File: src/logic/rv_pkg.sv
package rv_pkg;

	localparam int XLEN        = 64;             // Register and data width
	localparam int ADDR_W      = 32;             // AXI4-Lite address width
	localparam int BUS_TIMEOUT = 64;             // Max wait cycles per transaction

	localparam logic [XLEN-1:0] RESET_PC = '0;   // First fetch address

	// Multi-cycle sequencer states
	typedef enum logic [2:0] {
		FETCH_ADDR,
		FETCH_DATA,
		EXECUTE,
		MEM_ADDR,
		MEM_DATA,
		HALT
	} seq_state_e;

	// RV64I major opcodes, instr[6:0]
	typedef enum logic [6:0] {
		OP_IMM = 7'b0010011,
		OP     = 7'b0110011,
		LUI    = 7'b0110111,
		AUIPC  = 7'b0010111,
		LOAD   = 7'b0000011,
		STORE  = 7'b0100011,
		BRANCH = 7'b1100011,
		JAL    = 7'b1101111,
		JALR   = 7'b1100111,
		SYSTEM = 7'b1110011
	} opcode_e;

	// ALU operations
	typedef enum logic [2:0] {
		ADD,
		SUB,
		AND,
		OR,
		XOR,
		SLT,     // Signed compare
		PASS_B   // Forward operand b, used by lui
	} alu_op_e;

	// Register write-back source
	typedef enum logic [1:0] {
		ALU,
		MEM,
		PC_PLUS4
	} wb_sel_e;

endpackage

File: src/logic/inst_decoder.sv
`timescale 1ns/1ps

module inst_decoder import rv_pkg::*; (
	input  logic [31:0]     instr,
	output logic [4:0]      rs1,
	output logic [4:0]      rs2,
	output logic [4:0]      rd,
	output logic [XLEN-1:0] imm,
	output alu_op_e         alu_op,
	output logic            src_a_pc,
	output logic            src_b_imm,
	output wb_sel_e         wb_sel,
	output logic            reg_write,
	output logic            mem_read,
	output logic            mem_write,
	output logic            branch,
	output logic            branch_ne,
	output logic            jump,
	output logic            jump_reg,
	output logic            halt_req,
	output logic            illegal
);

	opcode_e         opcode;
	logic [2:0]      funct3;
	logic [6:0]      funct7;
	logic [XLEN-1:0] imm_i, imm_s, imm_b, imm_u, imm_j;

	assign opcode = opcode_e'(instr[6:0]);
	assign rd     = instr[11:7];
	assign funct3 = instr[14:12];
	assign rs1    = instr[19:15];
	assign rs2    = instr[24:20];
	assign funct7 = instr[31:25];

	// Sign-extended immediates
	assign imm_i = {{52{instr[31]}}, instr[31:20]};
	assign imm_s = {{52{instr[31]}}, instr[31:25], instr[11:7]};
	assign imm_b = {{51{instr[31]}}, instr[31], instr[7], instr[30:25], instr[11:8], 1'b0};
	assign imm_u = {{32{instr[31]}}, instr[31:12], 12'b0};
	assign imm_j = {{43{instr[31]}}, instr[31], instr[19:12], instr[20], instr[30:21], 1'b0};

	always_comb begin
		imm = '0;
		alu_op = ADD;
		src_a_pc = 1'b0;
		src_b_imm = 1'b0;
		wb_sel = ALU;
		reg_write = 1'b0;
		mem_read = 1'b0;
		mem_write = 1'b0;
		branch = 1'b0;
		branch_ne = 1'b0;
		jump = 1'b0;
		jump_reg = 1'b0;
		halt_req = 1'b0;
		illegal = 1'b0;
		case (opcode)
			OP_IMM: begin // addi only
				imm = imm_i;
				src_b_imm = 1'b1;
				reg_write = (funct3 == 3'b000);
				illegal = (funct3 != 3'b000);
			end
			OP: begin
				reg_write = 1'b1;
				case ({funct7, funct3})
					{7'h00, 3'b000}: alu_op = ADD;
					{7'h20, 3'b000}: alu_op = SUB;
					{7'h00, 3'b111}: alu_op = AND;
					{7'h00, 3'b110}: alu_op = OR;
					{7'h00, 3'b100}: alu_op = XOR;
					{7'h00, 3'b010}: alu_op = SLT;
					default: begin
						reg_write = 1'b0;
						illegal = 1'b1;
					end
				endcase
			end
			LUI: begin
				imm = imm_u;
				alu_op = PASS_B;
				src_b_imm = 1'b1;
				reg_write = 1'b1;
			end
			AUIPC: begin
				imm = imm_u;
				src_a_pc = 1'b1;
				src_b_imm = 1'b1;
				reg_write = 1'b1;
			end
			LOAD: begin // ld only, address is rs1 + imm
				imm = imm_i;
				src_b_imm = 1'b1;
				wb_sel = MEM;
				mem_read = (funct3 == 3'b011);
				reg_write = (funct3 == 3'b011);
				illegal = (funct3 != 3'b011);
			end
			STORE: begin // sd only
				imm = imm_s;
				src_b_imm = 1'b1;
				mem_write = (funct3 == 3'b011);
				illegal = (funct3 != 3'b011);
			end
			BRANCH: begin
				imm = imm_b;
				alu_op = SUB; // Zero flag means equal
				branch = (funct3[2:1] == 2'b00);
				branch_ne = funct3[0];
				illegal = (funct3[2:1] != 2'b00);
			end
			JAL: begin
				imm = imm_j;
				wb_sel = PC_PLUS4;
				jump = 1'b1;
				reg_write = 1'b1;
			end
			JALR: begin
				imm = imm_i;
				src_b_imm = 1'b1;
				wb_sel = PC_PLUS4;
				jump_reg = (funct3 == 3'b000);
				reg_write = (funct3 == 3'b000);
				illegal = (funct3 != 3'b000);
			end
			SYSTEM: begin
				halt_req = (instr[31:7] == '0); // ecall
				illegal = (instr[31:7] != '0);
			end
			default: illegal = 1'b1;
		endcase
	end

endmodule

File: config.mk
export PLATFORM = sky130hd
export DESIGN_NAME = inst_decoder
export DESIGN_NICKNAME = d
export VERILOG_FILES = /design/src/logic/rv_pkg.sv /design/src/logic/inst_decoder.sv
export SDC_FILE = /design/constraint.sdc
export NUM_CORES = 1
export LEC_CHECK = 0
export BUFFER_PORTS_ARGS = -buffer_cell sky130_fd_sc_hd__buf_4
export CORE_UTILIZATION = 38
export DETAILED_ROUTE_END_ITERATION = 16
export PLACE_DENSITY = 0.91
export SKIP_LAST_GASP = 1
export SYNTH_ARGS = -nofsm -noshare
export SYNTH_HDL_FRONTEND = slang
export SYNTH_SLANG_ARGS = --single-unit
File: constraint.sdc
create_clock -name vclk -period 2.9
set_clock_uncertainty 0.2 [all_clocks]
set_input_delay 0.29 -clock vclk [all_inputs]
set_output_delay 0.29 -clock vclk [all_outputs]
set_load 0.02 [all_outputs]
==> results by group <==
CTS
  – Resized cells post-CTS: 0
  – Setup Buffers After CTS: 0
  – CTS hold repair buffers: 0

STA
  – Unrepaired setup endpoints after global routing: no
  – Post-layout min period: about 2400 ps
  – Final Cycle Share: 0.812
  – Fmax: 425 MHz
  – Worst slew pin tran: roughly 540 ps
  – Final-report max-slew violation count: 0
  – Worst hold slack: about 600 ps
  – Fin. Hold Viols: 0
  – Max transition margin: 0.638
  – Setup TNS: 0 ps
  – Final setup vio count: 0

Routing
  – Final ANT Viol Nets: 0
  – Detailed Route WL: about 4.1 mm
  – Via density: between 5 and 6
  – DRC viols: 0
  – Initial DRT Pass Iterations: 4
  – Via count of the routed design: approximately 1500
  – WL/cell: 14.0 µm
  – First DRT Iteration DRCs: between 60 and 70

Critical path
  – Crit Path Category: input pin to output pin
  – Arrival time at the worst endpoint: around 1900 ps
  – CP max FO: 14
  – CP required: 2410 ps
  – Launch point of the worst path: instr[3]
  – CP Launch Type: input pin
  – CP endpoint kind: output pin

Job
  – Max_cap viols: 0

Cells and area
  – Final-layout fill cell count: approximately 310
  – Sequential cell area: 0 µm²
  – Final instance area: about 1900 µm²
  – Final std cells w/o fill: 291
  – Share of cells above drive strength 1: 0.567
  – # diodes: 0
  – Layout clock buffers: 0
  – P&R area growth vs syn: 47.8%
  – Num sequential: 0
  – Nets: roughly 280

Placement
  – Placed instance area: about 1900 µm²
  – DP Wirelength: 3.35 mm
  – Number of placed cells counting well taps: 291
  – PortBufs: between 100 and 150
  – Global placer's final weighted congestion: just under 0.9

Outcome
  – Outcome: completed

Synthesis
  – Synth cell count leaders: buf_4 (48), a21o_1 (19), nor2_1 (9), and2_1 (8), nor3_1 (7)
  – Distinct cells, synth: 51
  – Seq/Total Area, Yosys: 0
  – Syn Inst Count: roughly 180
  – Biggest area consumer among synthesized cells: buf_4
  – Avg Cell Area, Syn: 7.13 µm²
  – Most frequent cell after synthesis: buf_4
  – Post-synth top area share: 0.287
  – Net Count, Synth: 208
  – Dominant cells by area after synthesis: buf_4 (29%), a21o_1 (11%), and2_1 (4.0%)
  – Syn Std Cell Area: approximately 1300 µm²
  – Warnings, synthesis: 0

Global route
  – Vias in the first global route: around 1300
  – First-pass GRT wire length: 5.95 mm
  – GRT Residual Overflow: 0
  – Largest net degree at the start of global routing: 34
  – Gr usage total: 0.214
  – Initial antenna violation count: 0

Pwr
  – Switch share: 0.552
  – Power, Total: 0.000204 W
  – Power per Cell Area: between 100 and 150 nW/µm²
  – Switch Pwr: 0.000113 W
  – Leakage power: about 1.1 nW
  – Sequential share of power: 0
  – Max VDD drop: around 0.057 mV
  – Clock power share: 0
  – Pint: roughly 0.000091 W
  – Comb pwr share: 1.000

Die
  – Core Region: approximately 3100 µm²
  – Die width: just under 60 µm
  – Num rows: 20
  – Die footprint: approximately 3500 µm²
  – Starting Density: 0.404
  – Chip height: around 60 µm
  – IO Count: between 100 and 150

Min path
  – Hold Startpoint: instr[9]
  – Hold crit path type: input pin to output pin
## cell families after synthesis
logic type                synth area share
muxes                              0.00897
AOI/OAI and AO/OA                    0.280
xor gates and xnor gates           0.00698
and+or+nand+nor                      0.357
buffers and inverters                0.347
## power groups by stage
| stage | logic (W) | registers [W] | clock network [W] |
|---|---|---|---|
| global route | 0.000218 | 0 | 0 |
| global placement | 0.000202 | 0 | 0 |
| finish | 0.000204 | 0 | 0 |
| detailed placement | 0.000204 | 0 | 0 |
| floorplan | 0.000130 | 0 | 0 |
| CTS | 0.000205 | 0 | 0 |
## routing by layer
layer,GRT usage,vias up,share of wire
li1,-,731,-
met1,0.283,679,0.41
met2,0.390,95,0.50
met3,0.00873,4,0.075
met4,0.0238,0,0.011
met5,0,-,0
## cell type report
| cell class | count | area [µm²] | share of cell area |
|---|---|---|---|
| Timing Repair Buffer | 128 | 961 | 0.518 |
| Multi-Input combinational cell | 114 | 820 | 0.442 |
| Inverter | 5 | 18.8 | 0.0101 |
| Tap cell | 44 | 55.1 | 0.0297 |
## through the flow
step / utilization / setup slack, ps
global route: 0.598 / 418
finish: 0.598 / 545
global placement: 0.598 / 582
floorplan: - / 352
CTS: 0.598 / 543
detailed placement: 0.598 / 551
## layout by cell type, fill, tap and decap left out, types with 2 or more instances in the layout
cell and count:
buf_4 128, and3_1 2, nor3_2 3, nor2_1 9, nand2_1 6, inv_1 5
a21boi_0 2, nor3_1 7, nand3b_1 4, and2_1 8, a21o_1 19, a21oi_1 3
nor4_1 4, nand4_1 2, nand3_1 4, a22o_1 4, o21ai_0 4, nor2b_1 3
## critical path, stage by stage
cell       delay [ps]
buf_4             140
and3b_1           340
and3_4            310
or2_0             440
nand4bb_1         200
buf_4             140
## final timing paths
check	end	slack, ps	depth (start not counted)
setup / recovery	reg_write	550	6
hold / removal	rd[2]	600	2
(Power assumes the default switching activity.)
