==> src/logic/rv_pkg.sv <==
package rv_pkg;

	localparam int XLEN        = 64;             // Register and data width
	localparam int ADDR_W      = 32;             // AXI4-Lite address width
	localparam int BUS_TIMEOUT = 64;             // Max wait cycles per transaction

	localparam logic [XLEN-1:0] RESET_PC = '0;   // First fetch address

	// Multi-cycle sequencer states
	typedef enum logic [2:0] {
		FETCH_ADDR,
		FETCH_DATA,
		EXECUTE,
		MEM_ADDR,
		MEM_DATA,
		HALT
	} seq_state_e;

	// RV64I major opcodes, instr[6:0]
	typedef enum logic [6:0] {
		OP_IMM = 7'b0010011,
		OP     = 7'b0110011,
		LUI    = 7'b0110111,
		AUIPC  = 7'b0010111,
		LOAD   = 7'b0000011,
		STORE  = 7'b0100011,
		BRANCH = 7'b1100011,
		JAL    = 7'b1101111,
		JALR   = 7'b1100111,
		SYSTEM = 7'b1110011
	} opcode_e;

	// ALU operations
	typedef enum logic [2:0] {
		ADD,
		SUB,
		AND,
		OR,
		XOR,
		SLT,     // Signed compare
		PASS_B   // Forward operand b, used by lui
	} alu_op_e;

	// Register write-back source
	typedef enum logic [1:0] {
		ALU,
		MEM,
		PC_PLUS4
	} wb_sel_e;

endpackage

==> src/logic/alu.sv <==
`timescale 1ns/1ps

module alu import rv_pkg::*; (
	input  alu_op_e         op,
	input  logic [XLEN-1:0] a,
	input  logic [XLEN-1:0] b,
	output logic [XLEN-1:0] result,
	output logic            zero
);

	logic lt;

	// Signed less-than for slt
	assign lt = $signed(a) < $signed(b);

	always_comb begin
		case (op)
			ADD: begin
				result = a + b;
			end
			SUB: begin
				result = a - b;
			end
			AND: begin
				result = a & b;
			end
			OR: begin
				result = a | b;
			end
			XOR: begin
				result = a ^ b;
			end
			SLT: begin
				result = {{(XLEN-1){1'b0}}, lt};
			end
			PASS_B: begin
				result = b;
			end
			default: begin
				result = '0;
			end
		endcase
	end

	assign zero = (result == '0); // Used for beq and bne

endmodule

==> config.mk <==
export PLATFORM = sky130hd
export DESIGN_NAME = alu
export DESIGN_NICKNAME = d
export VERILOG_FILES = /design/src/logic/rv_pkg.sv /design/src/logic/alu.sv
export SDC_FILE = /design/constraint.sdc
export NUM_CORES = 1
export LEC_CHECK = 0
export BUFFER_PORTS_ARGS = -buffer_cell sky130_fd_sc_hd__buf_4
export CAP_MARGIN = 20
export CORE_MARGIN = 2
export CORE_UTILIZATION = 35
export DETAILED_ROUTE_END_ITERATION = 12
export GPL_TIMING_DRIVEN = 0
export PLACE_DENSITY = 0.64
export SYNTH_ARGS = -nofsm -noshare
export SYNTH_HDL_FRONTEND = slang
export SYNTH_SLANG_ARGS = --single-unit
==> constraint.sdc <==
create_clock -name vclk -period 7.9
set_clock_uncertainty 0.1 [all_clocks]
set_input_delay 1.185 -clock vclk [all_inputs]
set_output_delay 1.185 -clock vclk [all_outputs]
set_load 0.005 [all_outputs]
==> qor.yml, run 1 <==
route:
  route.detailed.drc: 0
  wirelength_um: 80700
  drtAntennaViolNets: 0
  drt_pre_antenna_iters: 6
  vias: 18000
  first_iter_violations: 2300
  wl_per_cell_um: 29.9
  vias_per_cell: 6.65
flow_run:
  maxCapViolCount: 0
layout:
  seq_area_um2: 0
  antenna_cells: 0
  fill_cells: 3960
  drive_gt1_share_pct: 14.3
  fin_area_mm2: 0.0154
  n_clock_buffer: 0
  seq_cell_count: 0
  area_growth_pct: 17.9
  nets: 2589
synth:
  synth.avg_cell_area_um2: 6.47
  synth_top_area_share_pct: 21.2
  ys.warnings.count: 0
  ys_types: 96
  synth_cells: 2025
  syn_nets: 2380
  yosys-top-cells-count: "a21oi_1 (222), ha_1 (222), inv_1 (210)"
  syn_area_mm2: 0.0131
  yosysTopAreaCell: "ha_1"
  synthTopCellsByArea: "ha_1 (21%), a21oi_1 (8.5%), inv_1 (6.0%), nand2_1 (4.8%), nor2_1 (4.7%)"
  ys_seq_area_share_pct: 0
floorplan:
  coreArea_mm2: 0.0367
  row_count: 70
  die_area_mm2: 0.0390
  die_height_um: 197
  die_w_um: 197
  io_pins: 196
  initial_core_util_pct: 35.7
critical_path:
  critPathBufInv: 7
  crit_chain: "buf_4 -> or2_2 -> buf_2 -> nor2_1 -> clkbuf_1 -> clkbuf_1 -> buf_1 -> clkbuf_1 -> o21ai_0 -> o21a_1 -> a31oi_1 -> nor4_1 -> nand4b_1 -> nor4b_2 -> buf_4"
  crit_fanout: 10
  cpMostUsedCell: "clkbuf_1"
  start_kind: "input port"
  critical_path_class: "input port to primary output"
  cp-end-kind: "primary output"
  cp_slowest_cell: "clkbuf_1"
  cp_top_family: "buffers and inverters"
  cpPeakStageDelay_ns: 0.95
  crit_required_ns: 6.61
  worstPathArrival_ns: 6.68
global_routing:
  top_usage_layer: "met2"
  use_met1_pct: 53.5
  grt_pass1_wl_um: 114000
  track_usage_pct: 39.8
  grt_pass1_vias: 16700
  use_met3_pct: 7.19
  antenna_found_initial: 4
  grtUsageMet2_pct: 60.8
  grt_overflow: 0
  grt_max_degree: 17
place:
  dpl-instance-area_mm2: 0.0153
  place_ws_ns: -1.33
  place_congestion: 1.03
  place.port_buffers: 196
  hpwl_um: 66100
timing:
  tightest_slew_ns: 1.20
  post-route-period-util_pct: 101
  worst_slack_ns: -0.0680
  setup_viol: 1
  timing.slew.headroom_pct: 20.0
  holdWs_ns: 2.68
  fmax_mhz: 126
  period_needed_ns: 7.97
  hold_violations: 0
  drv_slew: 0
pwr:
  ir_worst_vdd_mv: 0.0382
  p_total_uw: 1320
  p_leak_uw: 0.00698
  powerDensity_mw_per_mm2: 85.8
status:
  violations: "negative setup slack"
  outcome: "finished with violations"
worst_hold_path:
  holdCritPathClass: "input port to primary output"
## layout by cell type, fill, tap and decap left out, types with 46 or more instances in the layout
cell type  netlist  layout
nand3_1         55      55
nor2_1         165     165
o21ai_0        111     111
a21oi_1        222     220
o22ai_1         46      46
buf_4            2     202
inv_1          210     210
nand4_1         46      46
mux2i_1         51      51
ha_1           222     222
clkbuf_1        72      58
nand2_1        166     166
## layer usage
layer / up-vias / share of wire [%]
met3: 267 / 11
met4: 2 / 6.3
met2: 1198 / 42
met5: - / 0.016
met1: 8564 / 41
li1: 7930 / -
## worst paths after layout
path / start / to / slack (ns) / cells past startpoint
max: op[1] / zero / -0.07 / 15
min: b[41] / result[41] / 2.68 / 4
## metrics by stage
stage                     utilization [%]  std cells  setup TNS, ns
after floorplan                         -       2025              0
after global placement               41.3       2689          -2.66
after detailed placement             41.7       2699          -1.33
after CTS                            41.9       2699              0
after global routing                 42.1       2700       -0.00157
final                                42.1       2700        -0.0680
## final cells by class
cell class                      count  area (µm²)  share of cell area [%]
Multi-Input combinational cell   1692       11900                    76.9
Timing Repair Buffer              208        1630                    10.6
Tap cell                          468         586                    3.79
Buffer                            120         548                    3.55
Inverter                          212         796                    5.15
## logic make-up (layout without fill, tap and decap cells)
logic type      after synthesis  in the layout  share of synthesized area [%]
compound gates              751            751                           38.3
simple gates                642            642                           24.5
xor+xnor                     18             18                           1.20
buf+inv                     333            540                           9.98
fa+ha+maj                   224            224                           21.5
mux                          57             57                           4.50
## power by group
| part | leakage [µW] | internal [µW] | switching, µW | total, µW |
|---|---|---|---|---|
| clock network | 0 | 0 | 0 | 0 |
| logic | 0.00698 | 441 | 883 | 1320 |
| registers | 0 | 0 | 0 | 0 |
## repair_timing
| item | in CTS | in global routing |
|---|---|---|
| resized for setup | 19 | 25 |
| setup endpoints to repair | 1 | 1 |
| buffers inserted | 1 | 0 |
| hold buffers | 0 | 0 |
| pin swaps | 1 | 2 |
Note: power is estimated with default switching activity, not from simulation.
==> run 2, diff against run 1 <==
CORE_UTILIZATION = 40   (was 35)
PLACE_DENSITY = 0.7   (was 0.64)
==> run 2 against run 1 <==
Net effect: the flow still finishes with violations (negative setup slack); sequential cell count did not move; final cell count down 0.89%; wire length decreased by 3.4%.
==> qor.yml, run 2 (synthesized netlist as in run 1, its figures left out) <==
status:
  outcome: "finished with violations"
  violations: "negative setup slack"
worst_hold_path:
  holdCritPathClass: "input port to primary output"
  worstHoldStart: "b[41]"
critical_path:
  crit_required_ns: 6.61
  crit_chain: "buf_4 -> clkbuf_1 -> inv_1 -> nor2_2 -> clkbuf_1 -> buf_8 -> clkbuf_1 -> buf_1 -> clkbuf_1 -> a22oi_1 -> a21oi_1 -> nand4b_1 -> nor4_2 -> nand4b_1 -> nor4b_2 -> buf_4"
  start_kind: "input port"
  crit_start: "op[0]"
  cpPeakStageDelay_ns: 0.78
  cp_top_family: "buffers and inverters"
  critPathBufInv: 9
  critPathCapture: "zero"
  cpMostUsedCell: "clkbuf_1"
  cp_slowest_cell: "clkbuf_1"
  crit_fanout: 10
  critical_path_class: "input port to primary output"
  cp-end-kind: "primary output"
  worstPathArrival_ns: 6.90
  cp.depth: 16
timing:
  tightest_slew_ns: 1.32
  holdWs_ns: 2.67
  timing.slew.headroom_pct: 11.8
  fmax_mhz: 122
  setup_viol: 1
  fin_tns_setup_ns: -0.284
  post-route-period-util_pct: 104
  period_needed_ns: 8.18
  worst_slack_ns: -0.284
  drv_slew: 0
  hold_violations: 0
place:
  place_congestion: 1.06
  hpwl_um: 63300
  place.port_buffers: 196
global_routing:
  grt_overflow: 0
  track_usage_pct: 43.6
  antenna_found_initial: 4
  grt_max_degree: 11
  grt_pass1_wl_um: 110000
  grt_pass1_vias: 16700
layout:
  seq_cell_count: 0
  n_clock_buffer: 0
  fill_cells: 3543
  area_growth_pct: 17.1
  layout_commonest_cell: "ha_1"
  multi_input_area_mm2: 0.0118
  drive_gt1_share_pct: 14.0
  nets: 2588
  seq_area_um2: 0
  layout_common_cells: "ha_1 (222), a21oi_1 (221), inv_1 (210)"
floorplan:
  die_height_um: 185
  die_area_mm2: 0.0342
  initial_core_util_pct: 40.5
  coreArea_mm2: 0.0324
  row_count: 66
  die_w_um: 185
  io_pins: 196
route:
  vias: 18200
  route.detailed.drc: 0
  wl_per_cell_um: 29.1
  drtAntennaViolNets: 0
  drt_pre_antenna_iters: 7
  wirelength_um: 77900
  first_iter_violations: 2676
  vias_per_cell: 6.80
flow_run:
  maxCapViolCount: 0
clocking:
  cts_hold_buf: 0
[run 2: worst min path at each step]
stage                      end  slack, ns  cells past startpoint
detailed placement  result[41]       2.66                      4
global route        result[41]       2.72                      4
floorplan           result[41]       2.42                      2
finish              result[41]       2.67                      4
global placement    result[41]       2.68                      4
CTS                 result[41]       2.67                      4
[run 2: cell type report]
type	instances	area share, %
well taps	442	3.61
plain buffers	121	3.62
diodes	3	0.0489
multi-input cells	1692	77.2
inverters	212	5.19
repair buffers	206	10.3
[run 2: routing by layer]
metal  vias to the layer above  GRT usage, %  part of all wire [%]  wire [µm]
li1                       7915             -                     -          -
met1                      8593          58.1                    39      30400
met2                      1403          65.2                    41      31800
met3                       284          7.65                    13       9890
met4                         2          26.5                   7.5       5870
met5                         -             0                 0.015         12
[run 2: repair_timing]
item	in CTS	in global routing
hold endpoints to repair	0	0
pin swaps	0	2
setup endpoints to repair	3	1
setup buffers	0	2
gates resized for setup	22	13
[run 2: through the flow]
step	std cells	setup slack (ns)	utilization, %	cell area (µm²)
floorplan	2025	1.53	-	13100
global placement	2663	-1.63	46.7	15100
detailed placement	2670	-1.53	47.0	15200
CTS	2670	0.0416	47.2	15300
global route	2673	-0.0895	47.4	15300
finish	2676	-0.284	47.4	15300
