`src/logic/rv_pkg.sv`:
```
package rv_pkg;

	localparam int XLEN        = 64;             // Register and data width
	localparam int ADDR_W      = 32;             // AXI4-Lite address width
	localparam int BUS_TIMEOUT = 64;             // Max wait cycles per transaction

	localparam logic [XLEN-1:0] RESET_PC = '0;   // First fetch address

	// Multi-cycle sequencer states
	typedef enum logic [2:0] {
		FETCH_ADDR,
		FETCH_DATA,
		EXECUTE,
		MEM_ADDR,
		MEM_DATA,
		HALT
	} seq_state_e;

	// RV64I major opcodes, instr[6:0]
	typedef enum logic [6:0] {
		OP_IMM = 7'b0010011,
		OP     = 7'b0110011,
		LUI    = 7'b0110111,
		AUIPC  = 7'b0010111,
		LOAD   = 7'b0000011,
		STORE  = 7'b0100011,
		BRANCH = 7'b1100011,
		JAL    = 7'b1101111,
		JALR   = 7'b1100111,
		SYSTEM = 7'b1110011
	} opcode_e;

	// ALU operations
	typedef enum logic [2:0] {
		ADD,
		SUB,
		AND,
		OR,
		XOR,
		SLT,     // Signed compare
		PASS_B   // Forward operand b, used by lui
	} alu_op_e;

	// Register write-back source
	typedef enum logic [1:0] {
		ALU,
		MEM,
		PC_PLUS4
	} wb_sel_e;

endpackage

```
`src/logic/exec_sequencer.sv`:
```
`timescale 1ns/1ps

module exec_sequencer import rv_pkg::*; (
	input  logic              clk,
	input  logic              rst,
	output logic [ADDR_W-1:0] awaddr,
	output logic              awvalid,
	input  logic              awready,
	output logic [XLEN-1:0]   wdata,
	output logic [XLEN/8-1:0] wstrb,
	output logic              wvalid,
	input  logic              wready,
	input  logic [1:0]        bresp,
	input  logic              bvalid,
	output logic              bready,
	output logic [ADDR_W-1:0] araddr,
	output logic              arvalid,
	input  logic              arready,
	input  logic [XLEN-1:0]   rdata,
	input  logic [1:0]        rresp,
	input  logic              rvalid,
	output logic              rready,
	input  logic              src_a_pc,
	input  logic              src_b_imm,
	input  wb_sel_e           wb_sel,
	input  logic              reg_write,
	input  logic              mem_read,
	input  logic              mem_write,
	input  logic              branch,
	input  logic              branch_ne,
	input  logic              jump,
	input  logic              jump_reg,
	input  logic              halt_req,
	input  logic              illegal,
	input  logic [XLEN-1:0]   imm,
	input  logic [XLEN-1:0]   rs1_data,
	input  logic [XLEN-1:0]   rs2_data,
	input  logic [XLEN-1:0]   alu_result,
	input  logic              alu_zero,
	input  logic              timeout,
	output logic [31:0]       instr,
	output logic [XLEN-1:0]   alu_a,
	output logic [XLEN-1:0]   alu_b,
	output logic              rd_write,
	output logic [XLEN-1:0]   rd_data,
	output logic              busy,
	output logic              done,
	output logic              halted,
	output logic              illegal_inst,
	output logic              bus_error
);

	seq_state_e      state;
	logic [XLEN-1:0] pc;
	logic [XLEN-1:0] load_data;
	logic [XLEN-1:0] pc_plus4, next_pc;
	logic            aw_done, w_done;   // Store channel already transferred
	logic            aw_fin, w_fin;
	logic            taken;
	opcode_e         opcode;

	assign opcode   = opcode_e'(instr[6:0]);
	assign pc_plus4 = pc + XLEN'(4);
	assign taken    = branch && (alu_zero ^ branch_ne);

	always_comb begin
		if (jump_reg)
			next_pc = {alu_result[XLEN-1:1], 1'b0}; // jalr clears bit 0
		else if (jump || taken)
			next_pc = pc + imm;
		else
			next_pc = pc_plus4;
	end

	assign alu_a = src_a_pc ? pc : rs1_data;
	assign alu_b = src_b_imm ? imm : rs2_data;

	always_comb begin
		case (wb_sel)
			MEM:      rd_data = load_data;
			PC_PLUS4: rd_data = pc_plus4;
			default:  rd_data = alu_result;
		endcase
	end

	// Loads write back from the data register while the next fetch starts
	assign rd_write = (state == EXECUTE && reg_write && !mem_read) ||
	                  (state == FETCH_ADDR && opcode == LOAD && reg_write);

	assign arvalid = (state == FETCH_ADDR) || (state == MEM_ADDR && mem_read);
	assign araddr  = (state == FETCH_ADDR) ? {pc[ADDR_W-1:3], 3'b000} : alu_result[ADDR_W-1:0];
	assign rready  = (state == FETCH_DATA) || (state == MEM_DATA);
	assign awvalid = (state == MEM_ADDR) && mem_write && !aw_done;
	assign wvalid  = (state == MEM_ADDR) && mem_write && !w_done;
	assign awaddr  = alu_result[ADDR_W-1:0];
	assign wdata   = rs2_data;
	assign wstrb   = '1;
	assign bready  = (state == MEM_DATA) && mem_write;

	assign aw_fin = aw_done || (awvalid && awready);
	assign w_fin  = w_done || (wvalid && wready);

	assign busy   = state inside {FETCH_ADDR, FETCH_DATA, MEM_ADDR, MEM_DATA};
	assign done   = (rvalid && rready) || (bvalid && bready);
	assign halted = (state == HALT);

	always_ff @(posedge clk) begin
		if (rst) begin
			state        <= FETCH_ADDR;
			pc           <= RESET_PC;
			instr        <= '0;
			aw_done      <= 1'b0;
			w_done       <= 1'b0;
			illegal_inst <= 1'b0;
			bus_error    <= 1'b0;
		end else if (busy && timeout) begin
			state     <= HALT;
			bus_error <= 1'b1;
		end else begin
			case (state)
				FETCH_ADDR: if (arready) state <= FETCH_DATA;
				FETCH_DATA: if (rvalid) begin
					if (rresp != 2'b00) begin
						state     <= HALT;
						bus_error <= 1'b1;
					end else begin
						instr <= pc[2] ? rdata[63:32] : rdata[31:0]; // Pick half word
						state <= EXECUTE;
					end
				end
				EXECUTE: begin
					if (halt_req || illegal) begin
						state        <= HALT;
						illegal_inst <= illegal;
					end else begin
						pc    <= next_pc;
						state <= (mem_read || mem_write) ? MEM_ADDR : FETCH_ADDR;
					end
				end
				MEM_ADDR: begin
					if (mem_write) begin
						if (aw_fin && w_fin) begin
							aw_done <= 1'b0;
							w_done  <= 1'b0;
							state   <= MEM_DATA;
						end else begin
							aw_done <= aw_fin;
							w_done  <= w_fin;
						end
					end else if (arready) begin
						state <= MEM_DATA;
					end
				end
				MEM_DATA: begin
					if (mem_write ? bvalid : rvalid) begin
						if ((mem_write ? bresp : rresp) != 2'b00) begin
							state     <= HALT;
							bus_error <= 1'b1;
						end else begin
							state <= FETCH_ADDR;
						end
					end
				end
				default: state <= HALT; // Stay stopped until reset
			endcase
		end
	end

	always_ff @(posedge clk) begin
		if (state == MEM_DATA && rvalid && !mem_write)
			load_data <= rdata;
	end

endmodule

```
`config.mk`:
```
export PLATFORM = sky130hd
export DESIGN_NAME = exec_sequencer
export DESIGN_NICKNAME = d
export VERILOG_FILES = /design/src/logic/rv_pkg.sv /design/src/logic/exec_sequencer.sv
export SDC_FILE = /design/constraint.sdc
export NUM_CORES = 1
export LEC_CHECK = 0
export BUFFER_PORTS_ARGS = -buffer_cell sky130_fd_sc_hd__buf_2
export CAP_MARGIN = 5
export CORE_AREA = 4 4 275 277
export CTS_CLUSTER_DIAMETER = 30
export DETAILED_ROUTE_END_ITERATION = 6
export DIE_AREA = 0 0 279 281
export PLACE_DENSITY = 0.4
export SYNTH_ARGS = -nofsm -noshare
export SYNTH_HDL_FRONTEND = slang
export SYNTH_SLANG_ARGS = --single-unit
```
`constraint.sdc`:
```
create_clock -name clk -period 7.45 [get_ports clk]
set_input_delay 1.1175 -clock clk [delete_from_list [all_inputs] [get_ports clk]]
set_output_delay 1.1175 -clock clk [all_outputs]
set_load 0.005 [all_outputs]
```
==> metrics.cfg <==
[detailed_routing]
viasPerCell=5.14
wl_per_cell_um=26.8
drc=0
dr.pass1.iters=5
drt_first_iter_violations=1262
postRouteAntennaNets=0
routed_wl_mm=93.7
num_vias=17932

[flow_run]
cap_violations=0

[sta]
hold_viol_final=0
drv_slew=0
fin_crit_sh_pct=70.9
slew_headroom_pct=24.4
tightest_slew_ns=1.13
hold_ws_ns=0.500
finalSetupViolCount=0
fin_crit_ns=5.28
rsz0062_at_grt=false
tns_ns=0
fin_skew_ns=0.0147
fmax_ghz=0.189

[yosys]
synth_warnings=0
ys_ff_latch=167
synth_cell_types=87
avgSynthCellArea_um2=8.06
syn_area_um2=16100
ys_seq_area_share_pct=24.7
synthCells=1999
synth_ff_type=dfxtp_1
synth_edf_count=64
async_reset_ff_share_pct=0

[worst_setup_path]
cp_max_fo=9
crit_path_end_kind=output port
start_kind=flop
critical_path_arrival_ns=4.16
critPathKind=reg -> out
cp_data_required_time_ns=6.33

[clock_network]
clk_latency_ns=0.50
cts_resized=0
numCtsBuffers=17
cts_tree=yes
root_buffer=clkbuf_16
clock_path_buffers=2
ctsHtreeMaxLevel=4
ctsHoldBuffers=0
cts.reportedPaths.clkPinSlew_ns=0.08
cts_sinks=167
post-cts-setup-buffer-count=0

[floorplanning]
rows=99
core_area_um2=72800
boundaryPins=717
start_util_pct=22.1
dieArea_um2=78400
die_w_um=279
die_h_um=281

[place]
routabilityCongestion=0.918
dp_hpwl_mm=74.8
postPlaceCellArea_um2=19800
port_buffers=708

[global_route]
grt_max_degree=77
grt_pass1_wl_mm=131
track_usage_pct=22.8
antenna_found_initial=13
grt_overflow=0
grt_pass1_vias=17835

[run_status]
outcome=completed

[finish]
area_growth_pct=26.7
fin_nets=2929
final_cell_mix=buf_2, nand2_1, a21oi_1, mux2_2, o21ai_0
fin_area_um2=20400
drive_above_1_share_pct=38.0
final_common_cell=buf_2

[min_path]
hold_class=reg -> reg

[pwr]
ir_drop_uv=176
power_density_nw_per_um2=135
leakage_nw=8.93

sequential cells by signal (all words and copies together) (netlist names):
name and count:
state 3, aw_done 1, load_data 64, instr 32, illegal_inst 1, w_done 1, pc 64, bus_error 1
final timing paths:
check,from,end,slack (ns),cells past startpoint
setup / recovery,pc[17],rd_data[51],2.17,10
hold / removal,instr[23],instr[23],0.50,2
setup reg to reg,pc[0],pc[60],3.20,13
hold reg to reg,instr[23],instr[23],0.50,2
through the flow:
| step | worst slack (ns) | utilization [%] | power (mW) | instances |
|---|---|---|---|---|
| floorplan | 1.19 | - | 1.41 | 2006 |
| global placement | 2.63 | 27.2 | 1.83 | 3456 |
| detailed placement | 2.58 | 27.2 | 1.83 | 3456 |
| CTS | 2.15 | 28.0 | 2.80 | 3488 |
| global route | 1.94 | 28.0 | 2.88 | 3488 |
| finish | 2.17 | 28.0 | 2.75 | 3492 |
area by class of cell:
class / instances / area [µm²]
fill: 8087 / 52400
multi-input combinational: 1555 / 10700
sequential: 167 / 3990
timing repair buffer: 731 / 3720
tap: 959 / 1200
clock buffer: 17 / 425
inverter: 44 / 165
clock inverter: 15 / 155
antenna: 4 / 10.0
synth_stat cells, types with 21 or more instances:
master    instances  area, µm²
a211oi_1         58        435
a21o_1           29        218
a21oi_1         169        846
a221oi_1         22        193
a22oi_1          49        368
and3_1           21        131
buf_4           104        781
clkbuf_1        118        443
dfxtp_1         103       2060
edfxtp_1         64       1920
ha_1             66        826
inv_1            44        165
mux2_2          158       1780
mux2i_1          43        430
nand2_1         191        717
nand3_1          36        180
nand4_1          25        156
nor2_1          137        514
nor3_1           35        175
o211ai_1         29        218
o21ai_0         144        721
xnor2_1          72        631
xor2_1           41        359
cells by family after synthesis:
family | count (synthesis) | synth area share [%]
xor+xnor | 113 | 6.15
flops | 167 | 24.7
other cells | 1 | 0.0233
simple gates | 544 | 16.3
mux | 201 | 13.7
fa+ha+maj | 67 | 5.25
buf+inv | 284 | 9.11
compound gates | 622 | 24.7
where the power goes:
group | leakage, nW | switching [mW] | internal (mW)
logic | 7.23 | 0.471 | 0.331
clock network | 0.288 | 0.503 | 0.448
registers | 1.41 | 0.0273 | 0.969
per-layer routing:
layer / GRT usage (%) / wire length (µm)
met1: 30.7 / 42000
met3: 3.62 / 5500
met5: 0 / 0
met4: 4.45 / 1500
met2: 38.8 / 44800
worst max-delay path, cell delays in order (launching register included):
cell     delay, ns
dfxtp_1       0.56
and4_4        0.33
nand3_4       0.11
or3_4         0.43
nor4_4        0.62
nand4_2       0.35
nor4_1        0.31
xor2_1        0.26
a22oi_1       0.09
o21ai_0       0.37
buf_2         0.24
No activity file was read; power rests on OpenSTA's default activity.
