[config.mk]
export PLATFORM = sky130hd
export DESIGN_NAME = bus_timeout_timer
export DESIGN_NICKNAME = d
export VERILOG_FILES = /design/src/logic/rv_pkg.sv /design/src/logic/bus_timeout_timer.sv
export SDC_FILE = /design/constraint.sdc
export NUM_CORES = 1
export LEC_CHECK = 0
export ABC_CLOCK_PERIOD_IN_PS = 2000
export BUFFER_PORTS_ARGS = -buffer_cell sky130_fd_sc_hd__buf_2
export CORE_AREA = 10 10 47 49
export CTS_CLUSTER_DIAMETER = 80
export DETAILED_ROUTE_END_ITERATION = 12
export DIE_AREA = 0 0 57 59
export PLACE_DENSITY = 0.48
export SLEW_MARGIN = 0
export SYNTH_ARGS = -nofsm -noshare
export SYNTH_HDL_FRONTEND = slang
export SYNTH_SLANG_ARGS = --single-unit
[constraint.sdc]
create_clock -name clk -period 2 [get_ports clk]
set_clock_uncertainty 0.05 [all_clocks]
set_input_delay 0 -clock clk [delete_from_list [all_inputs] [get_ports clk]]
set_output_delay 0 -clock clk [all_outputs]
set_load 0.01 [all_outputs]
[src/logic/rv_pkg.sv]
package rv_pkg;

	localparam int XLEN        = 64;             // Register and data width
	localparam int ADDR_W      = 32;             // AXI4-Lite address width
	localparam int BUS_TIMEOUT = 64;             // Max wait cycles per transaction

	localparam logic [XLEN-1:0] RESET_PC = '0;   // First fetch address

	// Multi-cycle sequencer states
	typedef enum logic [2:0] {
		FETCH_ADDR,
		FETCH_DATA,
		EXECUTE,
		MEM_ADDR,
		MEM_DATA,
		HALT
	} seq_state_e;

	// RV64I major opcodes, instr[6:0]
	typedef enum logic [6:0] {
		OP_IMM = 7'b0010011,
		OP     = 7'b0110011,
		LUI    = 7'b0110111,
		AUIPC  = 7'b0010111,
		LOAD   = 7'b0000011,
		STORE  = 7'b0100011,
		BRANCH = 7'b1100011,
		JAL    = 7'b1101111,
		JALR   = 7'b1100111,
		SYSTEM = 7'b1110011
	} opcode_e;

	// ALU operations
	typedef enum logic [2:0] {
		ADD,
		SUB,
		AND,
		OR,
		XOR,
		SLT,     // Signed compare
		PASS_B   // Forward operand b, used by lui
	} alu_op_e;

	// Register write-back source
	typedef enum logic [1:0] {
		ALU,
		MEM,
		PC_PLUS4
	} wb_sel_e;

endpackage

[src/logic/bus_timeout_timer.sv]
`timescale 1ns/1ps

module bus_timeout_timer import rv_pkg::*; (
	input  logic clk,
	input  logic rst,
	input  logic busy,
	input  logic done,
	output logic timeout
);

	localparam int CNT_W = $clog2(BUS_TIMEOUT + 1);

	logic [CNT_W-1:0] count;

	always_ff @(posedge clk) begin
		if (rst || done || !busy)
			count <= '0;
		else if (!timeout)
			count <= count + 1'b1; // Saturates at the limit
	end

	assign timeout = (count == CNT_W'(BUS_TIMEOUT));

endmodule

==> impl_metrics.py, run 1 <==
metrics = {
    "final_layout": {
        "biggestRegsByFlops": "count (7)",
        "drive_gt1_frac": 0.1702,
        "area_growth_syn_to_layout_pct": 16.97,
        "max_flop_register": "count",
        "largest_register_ffs": 7,
        "diodes": 0,
        "fin_nets": 54,
        "fillers": 159,
        "final_core_util": 0.2893,
        "fin_area_um2": 405.4,
        "final_cells": 63,
    },
    "setup_path": {
        "reg2reg_setup_slack_ps": 650,
        "rr_worst_depth": 4,
        "path_cells": "nor4b_2 > and2_1 > buf_2",
        "start_kind": "flop",
        "r2r_end": "count[6]",
        "slowest_stage": "dfxtp_1",
        "cp_max_fo": 6,
        "worst_path_largest_cell_delay_ps": 340,
        "arrival_ps": 1400,
        "required_ps": 1950,
        "crit_type": "reg -> out",
        "r2r-start": "count[1]",
        "crit_path_end_kind": "primary output",
    },
    "place": {
        "portBuffers": 4,
        "gp_congestion": 0.6809,
        "placed_cell_area_um2": 379.1,
        "dp_hpwl_um": 499.4,
        "dp_cells": 59,
        "place_ws_ps": 679.8,
    },
    "yosys": {
        "syn_area_per_cell_um2": 8.665,
        "synth_seq_area_share": 0.4043,
        "synth_enable_flop_cells": 0,
        "ys_types": 19,
        "ys_ff_latch": 7,
        "syn_area_um2": 346.6,
        "synthArstFlopShare": 0,
        "postSynthCellCount": 40,
        "yosys_warnings": 0,
        "synth_top_area_frac": 0.4043,
        "synthTopCellsByArea": "dfxtp_1 40%, ha_1 7.2%, nand2_1 6.5%",
        "synthesis.nets": 46,
        "yosys.area.top_type": "dfxtp_1",
        "synthFlopType": "dfxtp_1",
    },
    "clocking": {
        "clk_latency_ps": 250,
        "numCtsBuffers": 3,
        "path_clk_slew_ps": 60,
        "cts_tree": "done",
        "postCtsHoldBufs": 0,
        "clock_sinks": 7,
        "postCtsSetupBuffers": 0,
        "htreeDepth": 1,
        "ctsLongestPathBuffers": 2,
        "postCtsResizedCells": 0,
        "cts-root-buf": "clkbuf_4",
    },
    "global_route": {
        "grtUsageTotal": 0.04540,
        "grt_pass1_wl_um": 1186,
        "antenna_found_initial": 0,
        "grt_overflow": 0,
        "grt_pass1_vias": 293,
        "grt_start_max_net_pins": 7,
    },
    "sta": {
        "fin_ws_ps": 554.3,
        "tns_ps": 0,
        "rsz0062_at_grt": "false",
        "worstMarginPinSlew_ps": 404.3,
        "fmax_mhz": 691.7,
        "max_slew_margin": 0.7299,
        "finalMaxSlewViolations": 0,
        "min_period_ps": 1446,
        "hold_viol": 0,
        "fin_hold_ws_ps": 25.85,
        "period_share": 0.7228,
        "finalSetupViolations": 0,
    },
    "min_path": {
        "hold_class": "in -> reg",
        "worst_hold_path.endpoint": "count[0]",
        "hold_path_depth": 4,
        "hold_path_startpoint": "done",
    },
    "floorplanning": {
        "die_width_um": 57,
        "die-area_um2": 3363,
        "design.portCount": 5,
        "initial_core_util": 0.2473,
        "fp.coreArea_um2": 1401,
        "row_count": 14,
        "dieHeight_um": 59,
    },
    "power_and_ir_drop": {
        "finalPower_mw": 0.2809,
        "power_density_nw_per_um2": 693.0,
        "ir_worst_vdd_mv": 0.2529,
        "cellLeakagePower_nw": 0.1388,
    },
    "route": {
        "post-route-drc-count": 0,
        "drt_iter0_markers": 4,
        "ant_nets": 0,
        "vias_per_cell": 4.413,
        "drtPass1Iterations": 3,
        "wl_um": 657,
        "dr_total_vias": 278,
        "wl_per_cell_um": 10.43,
    },
    "status": {
        "status": "complete, no violations",
    },
    "job": {
        "max-cap-violations": 0,
    },
}
==> synth_stat cells, types with 2 or more instances <==
library cell	number
or3_1	2
a21oi_1	2
nor3_1	3
nand3_1	2
ha_1	2
xor2_1	2
nand2_1	6
inv_1	2
dfxtp_1	7
o21ai_0	3
==> layout by cell type (no fill, tap or decap) <==
master / n
clkbuf_1: 1
inv_1: 2
nor2_1: 1
nand2_1: 6
nand4_1: 1
xnor2_1: 1
buf_2: 4
mux2i_1: 1
nand3_1: 2
nor3b_1: 1
a21oi_1: 2
clkbuf_4: 3
nor2b_1: 1
or3_1: 2
xor2_1: 2
nor3_1: 3
dfxtp_1: 7
nor4b_2: 1
and2_1: 1
ha_1: 2
o21ai_0: 3
==> layout make-up <==
class                      instances  area [um^2]  share of cell area
inverter                           2        7.507             0.01852
sequential                         7        140.1              0.3457
tap                               16        20.02             0.04938
timing repair buffer               4        20.02             0.04938
clock buffer                       4        26.28             0.06481
multi-input combinational         30        191.4              0.4722
==> kinds of logic (layout without fill, tap and decap cells) <==
logic type / Yosys count / count (layout) / share of synthesized area
flip-flops: 7 / 7 / 0.4043
adder cells (fa/ha/maj): 2 / 2 / 0.07219
buffers and inverters: 3 / 10 / 0.04334
AND/OR/NAND/NOR: 19 / 19 / 0.3032
XOR/XNOR: 3 / 3 / 0.07583
AO/OA/AOI/OAI: 5 / 5 / 0.07219
multiplexers: 1 / 1 / 0.02888
==> how the worst max path moves through the flow <==
stage	start	endpoint	cells after the start
detailed placement	count[1]	count[6]	4
global placement	count[1]	count[6]	4
global route	count[0]	timeout	5
finish	count[2]	timeout	3
CTS	count[2]	timeout	3
floorplan	count[0]	count[2]	6
==> critical path: cells and delay by family, from the launching register on <==
| kind | cells | cell delay (ps) |
|---|---|---|
| buffers and inverters | 1 | 180 |
| DFF | 1 | 340 |
| and+or+nand+nor | 2 | 620 |
==> power by group <==
group          internal (mW)  leakage, nW  switching, mW
registers              0.141       0.0565        0.00104
logic                0.00465       0.0673        0.00519
clock network         0.0762       0.0150         0.0532
==> routing by layer <==
layer,vias to the layer above,track usage,share of wire
met5,-,0,0
met4,0,0.04027,0.0091
met3,2,0.03004,0.062
met2,4,0.06822,0.48
met1,120,0.04162,0.45
li1,152,-,-
Note: power is estimated with default switching activity, not from simulation.
==> inputs of run 2 (changes only) <==
- ABC_AREA: unset -> 1
- ABC_CLOCK_PERIOD_IN_PS: 2000 -> 1400
- PLACE_DENSITY: 0.48 -> 0.5
- clock period: 2 -> 1.4 ns (I/O delays scaled with it)
==> impl_metrics.py, run 2 <==
metrics = {
    "status": {
        "status": "complete, no violations",
    },
    "floorplanning": {
        "row_count": 14,
        "die_width_um": 57,
        "dieHeight_um": 59,
        "fp.coreArea_um2": 1401,
        "initial_core_util": 0.2732,
        "design.portCount": 5,
        "die-area_um2": 3363,
    },
    "clocking": {
        "postCtsHoldBufs": 0,
        "numCtsBuffers": 3,
        "cts_tree": "done",
        "cts-root-buf": "clkbuf_4",
        "clock_sinks": 7,
        "ctsLongestPathBuffers": 2,
        "htreeDepth": 1,
        "path_clk_slew_ps": 50,
        "clk_latency_ps": 250,
    },
    "place": {
        "dp_hpwl_um": 538.7,
        "gp_congestion": 0.6924,
        "portBuffers": 4,
        "dp_cells": 72,
    },
    "sta": {
        "min_period_ps": 1291,
        "max_slew_margin": 0.8606,
        "finalSetupViolations": 0,
        "fmax_mhz": 774.6,
        "worstMarginPinSlew_ps": 208.5,
        "hold_viol": 0,
        "period_share": 0.9222,
        "fin_hold_ws_ps": 65.18,
        "rsz0062_at_grt": "false",
        "tns_ps": 0,
        "finalMaxSlewViolations": 0,
    },
    "yosys": {
        "syn_area_per_cell_um2": 7.363,
        "synthesis.nets": 58,
        "synthFlopType": "dfxtp_1",
        "yosys.area.top_type": "dfxtp_1",
        "yosys_warnings": 0,
        "synth_most_common_cell": "nor2_1",
        "ys_types": 14,
        "synth_top_area_frac": 0.3660,
        "ys_ff_latch": 7,
        "ys_top_cells_by_count": "10 x nor2_1, 9 x nand2_1, 7 x dfxtp_1, 7 x inv_1, 4 x nand3_1",
        "syn_area_um2": 382.9,
        "synthArstFlopShare": 0,
        "synthTopCellsByArea": "dfxtp_1 37%, nor2_1 9.8%, nand2_1 8.8%",
        "postSynthCellCount": 52,
        "synth_seq_area_share": 0.3660,
        "synth_enable_flop_cells": 0,
    },
    "final_layout": {
        "layout_common_cells": "10 x nor2_1, 9 x nand2_1, 7 x inv_1, 7 x dfxtp_1",
        "final_common_cell": "nor2_1",
        "diodes": 0,
        "max_flop_register": "count",
        "biggestRegsByFlops": "count (7)",
        "fin_nets": 67,
        "final_cells": 76,
        "area_growth_syn_to_layout_pct": 17.97,
        "largest_register_ffs": 7,
        "drive_gt1_frac": 0.2167,
    },
    "global_route": {
        "grt_start_max_net_pins": 7,
        "grtUsageTotal": 0.05050,
        "antenna_found_initial": 0,
        "grt_pass1_wl_um": 1304,
        "grt_overflow": 0,
        "grt_pass1_vias": 332,
    },
    "setup_path": {
        "cp_max_fo": 4,
        "crit_type": "reg -> out",
        "crit_path_end_kind": "primary output",
        "r2r-start": "count[0]",
        "cp-startpoint": "count[0]",
        "start_kind": "flop",
        "arrival_ps": 1240,
        "required_ps": 1350,
        "reg2reg_setup_slack_ps": 270,
    },
    "min_path": {
        "hold_class": "in -> reg",
        "hold_path_startpoint": "busy",
    },
    "route": {
        "post-route-drc-count": 0,
        "wl_per_cell_um": 9.132,
        "wl_um": 694,
        "drt_iter0_markers": 8,
        "ant_nets": 0,
        "dr_total_vias": 317,
        "vias_per_cell": 4.171,
        "drtPass1Iterations": 4,
    },
    "power_and_ir_drop": {
        "ir_worst_vdd_mv": 0.2957,
        "cellLeakagePower_nw": 0.1723,
        "power_density_nw_per_um2": 887.5,
        "finalPower_mw": 0.4009,
    },
    "job": {
        "max-cap-violations": 0,
    },
}
run 2: changes by cell type after synthesis, sizes merged:
cell / change
nor3b: -1
o21ai: -1
nor2: +11
buf: -1
nor2b: -1
inv: +5
or3: -2
nand2: +4
nand3: +4
mux2i: -1
nor4b: -1
and2: -1
nor3: -2
nand4: -1
run 2: per-layer routing:
metal	global-route usage	share of wire	vias to the layer above
met3	0.01502	0.049	2
li1	-	-	177
met2	0.07132	0.44	2
met4	0.06040	0.022	0
met5	0	0	-
met1	0.05444	0.48	136
run 2: layout make-up:
type	instances	area (um^2)
Fill cell	166	949.7
Multi-Input combinational cell	38	219.0
Sequential cell	7	140.1
Clock buffer	4	26.28
Inverter	7	26.28
Timing Repair Buffer	4	20.02
Tap cell	16	20.02
run 2: worst paths after layout:
check / endpoint / cells after the start
hold reg to reg: count[5] / 2
setup / recovery: timeout / 5
hold / removal: count[3] / 3
setup reg to reg: count[0] / 7
run 2: timing repair:
action                     4_1_cts  5_1_grt
setup endpoints to repair        0        1
setup buffers                    0        0
resized for setup                0        1
run 2: kinds of logic (layout without fill, tap and decap cells):
| kind of cell | count (synthesis) | after routing | synth area share |
|---|---|---|---|
| xor+xnor | 3 | 3 | 0.06864 |
| simple gates | 29 | 29 | 0.3791 |
| compound gates | 4 | 4 | 0.05229 |
| buf+inv | 7 | 15 | 0.06864 |
| flops | 7 | 7 | 0.3660 |
| fa+ha+maj | 2 | 2 | 0.06535 |
run 2: power breakdown:
| part | switching, mW | total, mW | internal, mW |
|---|---|---|---|
| clock | 0.0726 | 0.181 | 0.109 |
| combinational | 0.00909 | 0.0170 | 0.00794 |
| sequential | 0.00162 | 0.203 | 0.201 |
| total | 0.0833 | 0.401 | 0.318 |
run 2: stage by stage:
stage	setup slack (ps)	utilization	cell area (um^2)
after floorplan	359.3	-	382.9
after global placement	255.8	0.3018	422.9
after detailed placement	251.2	0.3018	422.9
after CTS	75.00	0.3205	449.2
after global routing	6.513	0.3223	451.7
final	108.9	0.3223	451.7
run 2: worst max-delay path: stages, from the launching register on:
cell and delay (ps):
dfxtp_1 330, inv_1 100, ha_2 190, nand3_2 90, nor2_4 120, buf_2 150
==> inputs of run 3 (changes only) <==
- CORE_AREA: 10 10 47 49 -> 2 2 39 41
- DIE_AREA: 0 0 57 59 -> 0 0 41 43
- HOLD_SLACK_MARGIN: unset -> 0.08
==> impl_metrics.py, run 3 (synthesized netlist as in run 2, its figures left out) <==
metrics = {
    "clocking": {
        "postCtsHoldBufs": 0,
        "clock_sinks": 7,
        "clk_latency_ps": 250,
        "postCtsSetupBuffers": 0,
        "ctsLongestPathBuffers": 2,
        "numCtsBuffers": 3,
        "cts-root-buf": "clkbuf_4",
        "htreeDepth": 1,
        "path_clk_slew_ps": 50,
        "cts_tree": "done",
        "postCtsResizedCells": 0,
    },
    "floorplanning": {
        "initial_core_util": 0.2767,
        "design.portCount": 5,
        "die-area_um2": 1763,
        "row_count": 14,
        "fp.coreArea_um2": 1384,
        "dieHeight_um": 43,
        "die_width_um": 41,
    },
    "route": {
        "dr_total_vias": 312,
        "wl_um": 662,
        "post-route-drc-count": 0,
        "wl_per_cell_um": 8.711,
        "drtPass1Iterations": 2,
        "drt_iter0_markers": 4,
        "vias_per_cell": 4.105,
        "ant_nets": 0,
    },
    "place": {
        "dp_cells": 72,
        "gp_congestion": 0.6611,
        "placed_cell_area_um2": 422.9,
        "dp_hpwl_um": 505.4,
        "portBuffers": 4,
    },
    "sta": {
        "rsz0062_at_grt": "false",
        "hold_viol": 0,
        "finalSetupViolations": 0,
        "min_period_ps": 1285,
        "period_share": 0.9177,
        "fin_hold_ws_ps": 80.28,
        "worstMarginPinSlew_ps": 221.5,
        "fmax_mhz": 778.4,
        "tns_ps": 0,
        "max_slew_margin": 0.8520,
        "finalMaxSlewViolations": 0,
    },
    "final_layout": {
        "biggestRegsByFlops": "count (7)",
        "area_growth_syn_to_layout_pct": 17.32,
        "fin_nets": 67,
        "largest_register_ffs": 7,
        "max_flop_register": "count",
        "drive_gt1_frac": 0.2000,
        "seq_area_um2": 140.1,
        "diodes": 0,
        "final_cells": 76,
        "fin_area_um2": 449.2,
        "final_common_cell": "nor2_1",
        "layout_common_cells": "10 x nor2_1, 9 x nand2_1, 7 x inv_1, 7 x dfxtp_1",
        "multi_input_area_um2": 216.5,
        "fillers": 152,
    },
    "power_and_ir_drop": {
        "cellLeakagePower_nw": 0.1733,
        "finalPower_mw": 0.4065,
        "ir_worst_vdd_mv": 0.1974,
        "power_density_nw_per_um2": 904.9,
    },
    "setup_path": {
        "arrival_ps": 1230,
        "cp_max_fo": 4,
        "required_ps": 1350,
        "crit_path_end_kind": "primary output",
        "crit_type": "reg -> out",
        "start_kind": "flop",
    },
    "global_route": {
        "grt_pass1_vias": 269,
        "grt_overflow": 0,
        "antenna_found_initial": 0,
        "grt_pass1_wl_um": 1000,
        "grt_start_max_net_pins": 7,
        "grtUsageTotal": 0.09054,
    },
    "job": {
        "max-cap-violations": 0,
    },
    "status": {
        "status": "complete, no violations",
    },
    "min_path": {
        "hold_class": "in -> reg",
    },
}
run 3: cell types whose count changed in the layout (fill, tap and decap cells not counted):
cell | previous run | this run
ha_1 | 1 | 2
ha_2 | 1 | 0
run 3: path summary, 6_finish.rpt:
path	start	to	slack, ps	cells past startpoint
setup / recovery	count[0]	timeout	120	5
setup reg to reg	count[0]	count[0]	250	7
hold reg to reg	count[6]	count[6]	490	2
hold / removal	busy	count[4]	80	3
run 3: power by group:
part           internal [mW]  total [mW]  switching (mW)  leakage, nW
registers              0.201       0.202         0.00162       0.0565
logic                0.00767      0.0167         0.00902        0.102
clock network          0.109       0.187          0.0783       0.0150
total                  0.318       0.406          0.0889        0.173
run 3: critical path, stage by stage, from the launching register on:
cell and delay [ps]:
dfxtp_1 330, inv_1 100, ha_1 190, nand3_2 100, nor2_4 120, buf_2 140
run 3: layout make-up:
cell class,count,share of cell area
multi-input combinational,38,0.4819
sequential,7,0.3120
clock buffer,4,0.05850
inverter,7,0.05850
timing repair buffer,4,0.04457
tap,16,0.04457
run 3: metal layers:
metal / up-vias / GRT usage / wire length [um]
met5: - / 0 / 0
met4: 0 / 0.1200 / 0
met3: 0 / 0 / 7
met2: 3 / 0.1188 / 305
met1: 131 / 0.1100 / 349
li1: 178 / - / -
run 3: stage by stage:
step / setup slack [ps] / utilization
2_1_floorplan: 359.3 / -
3_3_place_gp: 247.1 / 0.3056
3_5_place_dp: 261.8 / 0.3056
4_1_cts: 91.03 / 0.3246
5_1_grt: 26.85 / 0.3246
6_report: 115.3 / 0.3246
